<file path="src/logic/mci_macros.svh">
`ifndef MCI_MACROS_SVH
`define MCI_MACROS_SVH

// Bus and vector widths
`define MCI_ADDR_W 12
`define MCI_DATA_W 32
`define MCI_ERR_W  32

// Watchdog timer 1
`define MCI_REG_T1_EN     12'h000
`define MCI_REG_T1_CTRL   12'h004
`define MCI_REG_T1_PERIOD 12'h008

// Watchdog timer 2
`define MCI_REG_T2_EN     12'h00C
`define MCI_REG_T2_CTRL   12'h010
`define MCI_REG_T2_PERIOD 12'h014

// Interrupt and error control
`define MCI_REG_INTR_STS       12'h018
`define MCI_REG_INTR_EN        12'h01C
`define MCI_REG_ERR_FATAL_MASK 12'h020
`define MCI_REG_ERR_NF_MASK    12'h024
`define MCI_REG_ERR_FATAL_STS  12'h028
`define MCI_REG_ERR_NF_STS     12'h02C

`endif

</file>
<file path="src/logic/mci_pkg.sv">
`default_nettype none

package mci_pkg;

    `include "mci_macros.svh"

    typedef logic [`MCI_ADDR_W-1:0]   mci_addr_t;
    typedef logic [`MCI_DATA_W-1:0]   mci_data_t;
    typedef logic [`MCI_DATA_W/8-1:0] mci_strb_t;
    typedef logic [`MCI_DATA_W-1:0]   wdt_period_t;
    typedef logic [`MCI_ERR_W-1:0]    err_vec_t;

    // AXI4-Lite response codes
    localparam logic [1:0] AXI_RESP_OKAY   = 2'b00;
    localparam logic [1:0] AXI_RESP_SLVERR = 2'b10;

    // Manager to subordinate
    typedef struct packed {
        mci_addr_t awaddr;
        logic      awvalid;
        mci_data_t wdata;
        mci_strb_t wstrb;
        logic      wvalid;
        logic      bready;
        mci_addr_t araddr;
        logic      arvalid;
        logic      rready;
    } axil_req_t;

    // Subordinate to manager
    typedef struct packed {
        logic       awready;
        logic       wready;
        logic       bvalid;
        logic [1:0] bresp;
        logic       arready;
        logic       rvalid;
        mci_data_t  rdata;
        logic [1:0] rresp;
    } axil_rsp_t;

    typedef struct packed {
        logic        en;
        logic        restart;
        wdt_period_t period;
    } wdt_cfg_t;

    // The clr fields are one-cycle strobes with the written data
    typedef struct packed {
        logic [1:0] intr_en;
        err_vec_t   fatal_mask;
        err_vec_t   nf_mask;
        logic [1:0] intr_clr;
        err_vec_t   fatal_clr;
        err_vec_t   nf_clr;
    } intr_cfg_t;

    typedef struct packed {
        logic [1:0] intr_sts;
        err_vec_t   fatal_sts;
        err_vec_t   nf_sts;
    } intr_sts_t;

    typedef enum logic {
        WR_IDLE,
        WR_RESP
    } wr_state_e;

    typedef enum logic {
        RD_IDLE,
        RD_DATA
    } rd_state_e;

endpackage

`default_nettype wire

</file>
<file path="src/logic/mci_csr_axil.sv">
`default_nettype none

`include "mci_macros.svh"

module mci_csr_axil
    import mci_pkg::*;
(
    input  logic      clk,
    input  logic      rst_n_i,
    input  axil_req_t axil_req_i,
    output axil_rsp_t axil_rsp_o,
    input  intr_sts_t sts_i,
    output wdt_cfg_t  t1_cfg_o,
    output wdt_cfg_t  t2_cfg_o,
    output intr_cfg_t intr_cfg_o
);

    wr_state_e  wr_state_q;
    rd_state_e  rd_state_q;
    logic       wr_hs;
    logic       rd_hs;
    logic [1:0] bresp_q;
    mci_data_t  rdata_q;
    logic [1:0] rresp_q;
    mci_data_t  rd_data_d;
    logic       rd_err_d;
    wdt_cfg_t   t1_cfg_q;
    wdt_cfg_t   t2_cfg_q;
    intr_cfg_t  intr_cfg_q;

    // Write needs address and data together
    assign wr_hs = (wr_state_q == WR_IDLE) && axil_req_i.awvalid && axil_req_i.wvalid;
    assign rd_hs = (rd_state_q == RD_IDLE) && axil_req_i.arvalid;

    always_comb begin
        axil_rsp_o.awready = wr_hs;
        axil_rsp_o.wready  = wr_hs;
        axil_rsp_o.bvalid  = (wr_state_q == WR_RESP);
        axil_rsp_o.bresp   = bresp_q;
        axil_rsp_o.arready = rd_hs;
        axil_rsp_o.rvalid  = (rd_state_q == RD_DATA);
        axil_rsp_o.rdata   = rdata_q;
        axil_rsp_o.rresp   = rresp_q;
    end

    always_ff @(posedge clk or negedge rst_n_i) begin
        if (!rst_n_i) begin
            wr_state_q <= WR_IDLE;
        end else begin
            case (wr_state_q)
                WR_IDLE: if (wr_hs) wr_state_q <= WR_RESP;
                WR_RESP: if (axil_req_i.bready) wr_state_q <= WR_IDLE;
                default: wr_state_q <= WR_IDLE;
            endcase
        end
    end

    always_ff @(posedge clk or negedge rst_n_i) begin
        if (!rst_n_i) begin
            rd_state_q <= RD_IDLE;
        end else begin
            case (rd_state_q)
                RD_IDLE: if (rd_hs) rd_state_q <= RD_DATA;
                RD_DATA: if (axil_req_i.rready) rd_state_q <= RD_IDLE;
                default: rd_state_q <= RD_IDLE;
            endcase
        end
    end

    // Register writes and strobes
    always_ff @(posedge clk or negedge rst_n_i) begin
        if (!rst_n_i) begin
            t1_cfg_q   <= '0;
            t2_cfg_q   <= '0;
            intr_cfg_q <= '0;
            bresp_q    <= AXI_RESP_OKAY;
        end else begin
            t1_cfg_q.restart     <= 1'b0;
            t2_cfg_q.restart     <= 1'b0;
            intr_cfg_q.intr_clr  <= '0;
            intr_cfg_q.fatal_clr <= '0;
            intr_cfg_q.nf_clr    <= '0;
            if (wr_hs) begin
                bresp_q <= AXI_RESP_OKAY;
                // Partial strobes are rejected without side effects
                if (axil_req_i.wstrb != '1) begin
                    bresp_q <= AXI_RESP_SLVERR;
                end else begin
                    case (axil_req_i.awaddr)
                        `MCI_REG_T1_EN:          t1_cfg_q.en <= axil_req_i.wdata[0];
                        `MCI_REG_T1_CTRL:        t1_cfg_q.restart <= axil_req_i.wdata[0];
                        `MCI_REG_T1_PERIOD:      t1_cfg_q.period <= axil_req_i.wdata;
                        `MCI_REG_T2_EN:          t2_cfg_q.en <= axil_req_i.wdata[0];
                        `MCI_REG_T2_CTRL:        t2_cfg_q.restart <= axil_req_i.wdata[0];
                        `MCI_REG_T2_PERIOD:      t2_cfg_q.period <= axil_req_i.wdata;
                        `MCI_REG_INTR_STS:       intr_cfg_q.intr_clr <= axil_req_i.wdata[1:0];
                        `MCI_REG_INTR_EN:        intr_cfg_q.intr_en <= axil_req_i.wdata[1:0];
                        `MCI_REG_ERR_FATAL_MASK: intr_cfg_q.fatal_mask <= axil_req_i.wdata;
                        `MCI_REG_ERR_NF_MASK:    intr_cfg_q.nf_mask <= axil_req_i.wdata;
                        `MCI_REG_ERR_FATAL_STS:  intr_cfg_q.fatal_clr <= axil_req_i.wdata;
                        `MCI_REG_ERR_NF_STS:     intr_cfg_q.nf_clr <= axil_req_i.wdata;
                        default:                 bresp_q <= AXI_RESP_SLVERR;
                    endcase
                end
            end
        end
    end

    // Read mux, unmapped addresses return zero
    always_comb begin
        rd_data_d = '0;
        rd_err_d  = 1'b0;
        case (axil_req_i.araddr)
            `MCI_REG_T1_EN:          rd_data_d[0] = t1_cfg_q.en;
            `MCI_REG_T1_PERIOD:      rd_data_d = t1_cfg_q.period;
            `MCI_REG_T2_EN:          rd_data_d[0] = t2_cfg_q.en;
            `MCI_REG_T2_PERIOD:      rd_data_d = t2_cfg_q.period;
            `MCI_REG_T1_CTRL,
            `MCI_REG_T2_CTRL:        rd_data_d = '0;
            `MCI_REG_INTR_STS:       rd_data_d[1:0] = sts_i.intr_sts;
            `MCI_REG_INTR_EN:        rd_data_d[1:0] = intr_cfg_q.intr_en;
            `MCI_REG_ERR_FATAL_MASK: rd_data_d = intr_cfg_q.fatal_mask;
            `MCI_REG_ERR_NF_MASK:    rd_data_d = intr_cfg_q.nf_mask;
            `MCI_REG_ERR_FATAL_STS:  rd_data_d = sts_i.fatal_sts;
            `MCI_REG_ERR_NF_STS:     rd_data_d = sts_i.nf_sts;
            default:                 rd_err_d = 1'b1;
        endcase
    end

    // Captured once per read, held until rready
    always_ff @(posedge clk or negedge rst_n_i) begin
        if (!rst_n_i) begin
            rdata_q <= '0;
            rresp_q <= AXI_RESP_OKAY;
        end else if (rd_hs) begin
            rdata_q <= rd_data_d;
            rresp_q <= rd_err_d ? AXI_RESP_SLVERR : AXI_RESP_OKAY;
        end
    end

    assign t1_cfg_o   = t1_cfg_q;
    assign t2_cfg_o   = t2_cfg_q;
    assign intr_cfg_o = intr_cfg_q;

    a_bvalid_hold: assert property (@(posedge clk) disable iff (!rst_n_i)
        axil_rsp_o.bvalid && !axil_req_i.bready |=> axil_rsp_o.bvalid);

    a_rdata_stable: assert property (@(posedge clk) disable iff (!rst_n_i)
        axil_rsp_o.rvalid && !axil_req_i.rready |=> axil_rsp_o.rvalid && $stable(axil_rsp_o.rdata));

endmodule

`default_nettype wire

</file>
<file path="src/logic/mci_wdt_timer.sv">
`default_nettype none

module mci_wdt_timer
    import mci_pkg::*;
(
    input  logic     clk,
    input  logic     rst_n_i,
    input  wdt_cfg_t cfg_i,
    output logic     timeout_p_o
);

    wdt_period_t count_q;
    logic        hit;

    // Period of zero disables the timeout
    assign hit = cfg_i.en && !cfg_i.restart && (cfg_i.period != '0) &&
                 (count_q == cfg_i.period);

    always_ff @(posedge clk or negedge rst_n_i) begin
        if (!rst_n_i) begin
            count_q <= '0;
        end else if (!cfg_i.en || cfg_i.restart) begin
            count_q <= '0;
        end else if (hit) begin
            count_q <= '0;
        end else begin
            count_q <= count_q + 1'b1;
        end
    end

    // Single cycle pulse while the counter sits on the period
    assign timeout_p_o = hit;

    a_no_pulse_disabled: assert property (@(posedge clk) disable iff (!rst_n_i)
        !cfg_i.en |=> !timeout_p_o);

endmodule

`default_nettype wire

</file>
<file path="src/logic/mci_intr_combiner.sv">
`default_nettype none

module mci_intr_combiner
    import mci_pkg::*;
(
    input  logic      clk,
    input  logic      rst_n_i,
    input  logic      t1_timeout_p_i,
    input  logic      t2_timeout_p_i,
    input  err_vec_t  agg_error_fatal_i,
    input  err_vec_t  agg_error_non_fatal_i,
    input  intr_cfg_t cfg_i,
    output intr_sts_t sts_o,
    output logic      mci_intr_o,
    output logic      nmi_intr_o,
    output logic      all_error_fatal_o,
    output logic      all_error_non_fatal_o
);

    intr_sts_t sts_q;
    logic [1:0] timeout_set;

    assign timeout_set = {t2_timeout_p_i, t1_timeout_p_i};

    // Sticky status, a new event wins over a clear in the same cycle
    always_ff @(posedge clk or negedge rst_n_i) begin
        if (!rst_n_i) begin
            sts_q <= '0;
        end else begin
            sts_q.intr_sts  <= (sts_q.intr_sts & ~cfg_i.intr_clr) | timeout_set;
            sts_q.fatal_sts <= (sts_q.fatal_sts & ~cfg_i.fatal_clr) | agg_error_fatal_i;
            sts_q.nf_sts    <= (sts_q.nf_sts & ~cfg_i.nf_clr) | agg_error_non_fatal_i;
        end
    end

    assign sts_o = sts_q;

    // Timer 2 timeout is non-maskable
    assign nmi_intr_o = sts_q.intr_sts[1];
    assign mci_intr_o = |(sts_q.intr_sts & cfg_i.intr_en);

    // Mask bit set means the line is ignored
    assign all_error_fatal_o     = |(sts_q.fatal_sts & ~cfg_i.fatal_mask);
    assign all_error_non_fatal_o = |(sts_q.nf_sts & ~cfg_i.nf_mask);

    a_nmi_fall_on_clear: assert property (@(posedge clk) disable iff (!rst_n_i)
        $fell(nmi_intr_o) |-> $past(cfg_i.intr_clr[1]));

endmodule

`default_nettype wire

</file>
<file path="src/logic/mci_top.sv">
`default_nettype none

module mci_top
    import mci_pkg::*;
(
    input  logic      clk,
    input  logic      rst_n_i,

    // AXI4-Lite control port
    input  axil_req_t axil_req_i,
    output axil_rsp_t axil_rsp_o,

    // SoC error lines
    input  err_vec_t  agg_error_fatal_i,
    input  err_vec_t  agg_error_non_fatal_i,

    // Interrupts and aggregated errors
    output logic      mci_intr_o,
    output logic      nmi_intr_o,
    output logic      all_error_fatal_o,
    output logic      all_error_non_fatal_o
);

    wdt_cfg_t  t1_cfg;
    wdt_cfg_t  t2_cfg;
    intr_cfg_t intr_cfg;
    intr_sts_t intr_sts;
    logic      t1_timeout_p;
    logic      t2_timeout_p;

    mci_csr_axil u_csr (
        .clk        (clk),
        .rst_n_i    (rst_n_i),
        .axil_req_i (axil_req_i),
        .axil_rsp_o (axil_rsp_o),
        .sts_i      (intr_sts),
        .t1_cfg_o   (t1_cfg),
        .t2_cfg_o   (t2_cfg),
        .intr_cfg_o (intr_cfg)
    );

    // Two independent watchdogs
    mci_wdt_timer u_wdt1 (
        .clk         (clk),
        .rst_n_i     (rst_n_i),
        .cfg_i       (t1_cfg),
        .timeout_p_o (t1_timeout_p)
    );

    mci_wdt_timer u_wdt2 (
        .clk         (clk),
        .rst_n_i     (rst_n_i),
        .cfg_i       (t2_cfg),
        .timeout_p_o (t2_timeout_p)
    );

    mci_intr_combiner u_intr (
        .clk                   (clk),
        .rst_n_i               (rst_n_i),
        .t1_timeout_p_i        (t1_timeout_p),
        .t2_timeout_p_i        (t2_timeout_p),
        .agg_error_fatal_i     (agg_error_fatal_i),
        .agg_error_non_fatal_i (agg_error_non_fatal_i),
        .cfg_i                 (intr_cfg),
        .sts_o                 (intr_sts),
        .mci_intr_o            (mci_intr_o),
        .nmi_intr_o            (nmi_intr_o),
        .all_error_fatal_o     (all_error_fatal_o),
        .all_error_non_fatal_o (all_error_non_fatal_o)
    );

endmodule

`default_nettype wire

</file>
<file path="config.mk">
export PLATFORM = sky130hd
export DESIGN_NAME = mci_top
export DESIGN_NICKNAME = d
export VERILOG_FILES = /design/src/logic/mci_pkg.sv /design/src/logic/mci_csr_axil.sv /design/src/logic/mci_wdt_timer.sv /design/src/logic/mci_intr_combiner.sv /design/src/logic/mci_top.sv
export VERILOG_INCLUDE_DIRS = /design/src /design/src/logic
export SDC_FILE = /design/constraint.sdc
export NUM_CORES = 1
export LEC_CHECK = 0
export ABC_AREA = 1
export BUFFER_PORTS_ARGS = -buffer_cell sky130_fd_sc_hd__buf_4
export CORE_MARGIN = 10
export CORE_UTILIZATION = 35
export DETAILED_ROUTE_END_ITERATION = 12
export SKIP_LAST_GASP = 1
export SLEW_MARGIN = 20
export SYNTH_ARGS = -nofsm -noshare
export SYNTH_HDL_FRONTEND = slang
export SYNTH_SLANG_ARGS = --single-unit
</file>
<file path="constraint.sdc">
create_clock -name clk -period 1.94 [get_ports clk]
set_input_delay 0.097 -clock clk [delete_from_list [all_inputs] [get_ports clk]]
set_output_delay 0.097 -clock clk [all_outputs]
set_load 0.03 [all_outputs]
</file>
==> results.yml <==
run_status:
  status: "finished, violations left"
  violations: "negative hold slack, negative setup slack"
cts:
  cts_inserted_buffers: 42
  cts_tree: "done"
  clock_path_buffers: 3
  clk_pin_slew_ns: 0.06
  insertion_delay_ns: 0.58
  htreeDepth: 2
  clockRootBuffer: "clkbuf_16"
  cts.sinks: 366
power:
  vdd_ir_drop_max_uv: 579
  power-per-cell-area_nw_per_um2: 753
  p_total_uw: 17500
  power_leakage_uw: 0.0112
detailed_routing:
  drt_iter0_markers: 1352
  drtPass1Iterations: 6
  ant_nets: 0
  vias: 16500
  wire_per_inst_um: 19.3
  vias_per_cell: 4.98
  wl_um: 63900
  drc: 0
timing:
  min_period_ns: 2.19
  final-hold-violation-count: 1
  fmax_mhz: 458
  rsz0062_at_grt: "yes"
  timing.final.ws_setup_ns: -0.245
  slew_viol_final: 0
  skew_ns: 0.0206
  setup-tns-final_ns: -0.585
  fin_crit_sh_pct: 113
  whs_ns: -0.000198
  setup_viol: 3
  slew_headroom_pct: 61.6
  worst_slew_pin_slew_ns: 0.576
final_layout:
  final_layout_size_suffix_gt1_share_pct: 15.8
  antennaDiodeCount: 0
  areaGrowthSynthToFinish_pct: 29.3
  fillers: 5071
  nets: 2733
  finalNonFillerCells: 3307
  multi_input_area_um2: 7530
  utilization_pct: 45.5
  final_area_um2: 23300
  regArea_um2: 9160
floorplan:
  fp.coreArea_um2: 51100
  die_h_um: 247
  rows: 83
  start_util_pct: 35.2
  num_io_pins: 176
  fp.dieArea_um2: 60900
  die_w_um: 247
worst_hold_path:
  hold_path.class: "input pin to flop"
place:
  place_congestion: 0.957
  io_buffers: 173
  dpl_cell_area_um2: 20400
  hpwl_um: 45500
  dpl.cell_count: 3095
yosys:
  synthesis.area_um2: 18000
  yosysUniqueCellTypes: 45
  synthFlopType: "dfrtp_1"
  synthCells: 2257
  syn_avg_cell_area_um2: 7.97
  synth-seq-cells: 366
  synth-edff-count: 0
  synth_warnings: 0
  yosysSeqAreaShare_pct: 50.9
  ys_async_sr_fraction_pct: 100
setup_path:
  worst-path-max-fanout: 2
  critPathMaxStageDelay_ns: 0.37
  crit_family: "compound AO/OA/AOI/OAI gates"
  cp-end-kind: "output port"
  path_buf_inv: 2
  cp.arrival_ns: 2.09
  critPathRequiredTime_ns: 1.84
  start_kind: "flop"
  critical_path_class: "flop to output port"
  worst_path_max_delay_cell: "dfrtp_1"
  cp_cell_sequence: "inv_2, o22ai_4, a21oi_2, o211ai_1, nor2_1, nand3b_1, buf_6"
global_routing:
  gr-total-overflow: 0
  grt_start_max_net_pins: 65
  antenna_found_initial: 1
  grt_pass1_wl_um: 98700
  groute.usage.overall_pct: 21.0
  grt_pass1_vias: 16600
job:
  max_cap_viol_count: 0
==> Yosys cell counts, types with 5 or more instances <==
master	number	area, µm²
nand2_1	515	1930
dfrtp_1	366	9160
nor2_1	320	1200
inv_1	277	1040
o21ai_0	192	961
nor3_1	89	445
nand3_1	76	380
o21bai_1	64	480
a21oi_1	45	225
xor2_1	45	394
o21ai_1	35	175
nand4_1	31	194
clkbuf_1	30	113
o22ai_1	28	175
xnor2_1	26	228
buf_2	23	115
buf_4	12	90.1
nor2_2	11	68.8
buf_6	7	78.8
and2_1	6	37.5
inv_2	6	22.5
nand2_2	6	37.5
nand3_2	6	60.1
nor2_4	5	56.3
==> cell families after synthesis <==
family	Yosys count	synth area share (%)
other	1	0.0208
AND/OR/NAND/NOR	1086	25.7
buffers and inverters	359	8.22
XOR/XNOR	71	3.46
AO/OA/AOI/OAI	372	11.6
flip-flops	366	50.9
adder cells (fa/ha/maj)	2	0.139
==> cells in the final DEF (no fill, tap or decap), types with 10 or more instances in the layout <==
cell type and n:
nor2_1 314, nand2_1 514, nand4_1 31, o21bai_1 64, clkbuf_1 10, dfrtp_1 365, o22ai_1 16, clkbuf_16 43
xnor2_1 26, o21ai_0 190, nor2_2 13, nand3_1 76, o21ai_1 36, buf_4 236, inv_1 255, nor3_1 87
dlygate4sd3_1 117, o22ai_2 10, inv_2 28, buf_12 15, xor2_1 45, a21oi_1 42
==> metrics by stage <==
step                      worst slack (ns)  hold slack, ns
after floorplan                      0.407          -0.199
after global placement              0.0124           0.108
after detailed placement           -0.0456          0.0993
after CTS                           -0.283         0.00702
after global routing                -0.315          0.0127
final                               -0.245       -0.000198
==> final timing paths <==
check	start	slack, ns	depth (start not counted)	endpoint
setup reg to reg	u_intr.sts_o[56]$_DFF_PN0_	-0.24	15	u_intr.sts_o[56]$_DFF_PN0_
hold / removal	axil_req_i[37]	-0.0002	3	u_csr.intr_cfg_o[115]$_DFFE_PN0P_
min in group asynchronous	rst_n_i	0.09	2	u_csr.intr_cfg_o[11]$_DFF_PN0_
max in group asynchronous	rst_n_i	1.09	3	u_wdt2.count_q[21]$_DFF_PN0_
setup / recovery	u_intr.sts_o[39]$_DFF_PN0_	-0.25	7	all_error_fatal_o
hold reg to reg	u_csr.intr_cfg_o[56]$_DFF_PN0_	0.42	1	u_intr.sts_o[56]$_DFF_PN0_
==> repair_timing <==
action	in CTS	in global routing
setup buffers	19	7
setup endpoints to repair	2	38
pin swaps	14	12
hold buffers	117	0
endpoints found under the hold margin	616	0
resized for setup	35	27
==> worst reg2reg max path: stages, from the launching register on <==
cell,delay [ns]
dfrtp_1,0.35
inv_2,0.05
buf_4,0.13
buf_4,0.13
buf_4,0.12
buf_4,0.12
buf_4,0.12
buf_4,0.12
buf_4,0.12
buf_4,0.12
buf_4,0.12
buf_4,0.12
buf_4,0.12
buf_4,0.12
buf_4,0.12
o21bai_1,0.13
==> routing by layer <==
| metal | GRT usage (%) | wire length (µm) | vias to the layer above |
|---|---|---|---|
| li1 | - | - | 7853 |
| met1 | 27.9 | 28600 | 8014 |
| met2 | 34.2 | 29900 | 503 |
| met3 | 4.12 | 3820 | 88 |
| met4 | 5.74 | 1490 | 0 |
| met5 | 0 | 0 | - |
==> flip-flops by register name, summed over array words and instances (netlist names) <==
register           flops
u_csr.t1_cfg_o        34
u_csr.rresp_q          1
u_wdt1.count_q        32
u_intr.nmi_intr_o      1
u_wdt2.count_q        32
u_csr.t2_cfg_o        34
u_csr.intr_cfg_o     132
u_intr.sts_o          65
u_csr.bresp_q          1
u_csr.rd_state_q       1
u_csr.wr_state_q       1
u_csr.rdata_q         32
==> report_power, final <==
group          switching [µW]  total (µW)  internal [µW]
logic                     981        1670            685
clock network            3270        7950           4680
registers                 117        7890           7780
==> layout make-up <==
cell class / instances / share of cell area, %
Tap cell: 680 / 3.66
Clock buffer: 62 / 5.32
Timing Repair Buffer: 372 / 14.1
Inverter: 285 / 4.61
Clock inverter: 9 / 0.543
Sequential cell: 366 / 39.4
Multi-Input combinational cell: 1533 / 32.4
No activity file was read; power rests on OpenSTA's default activity.
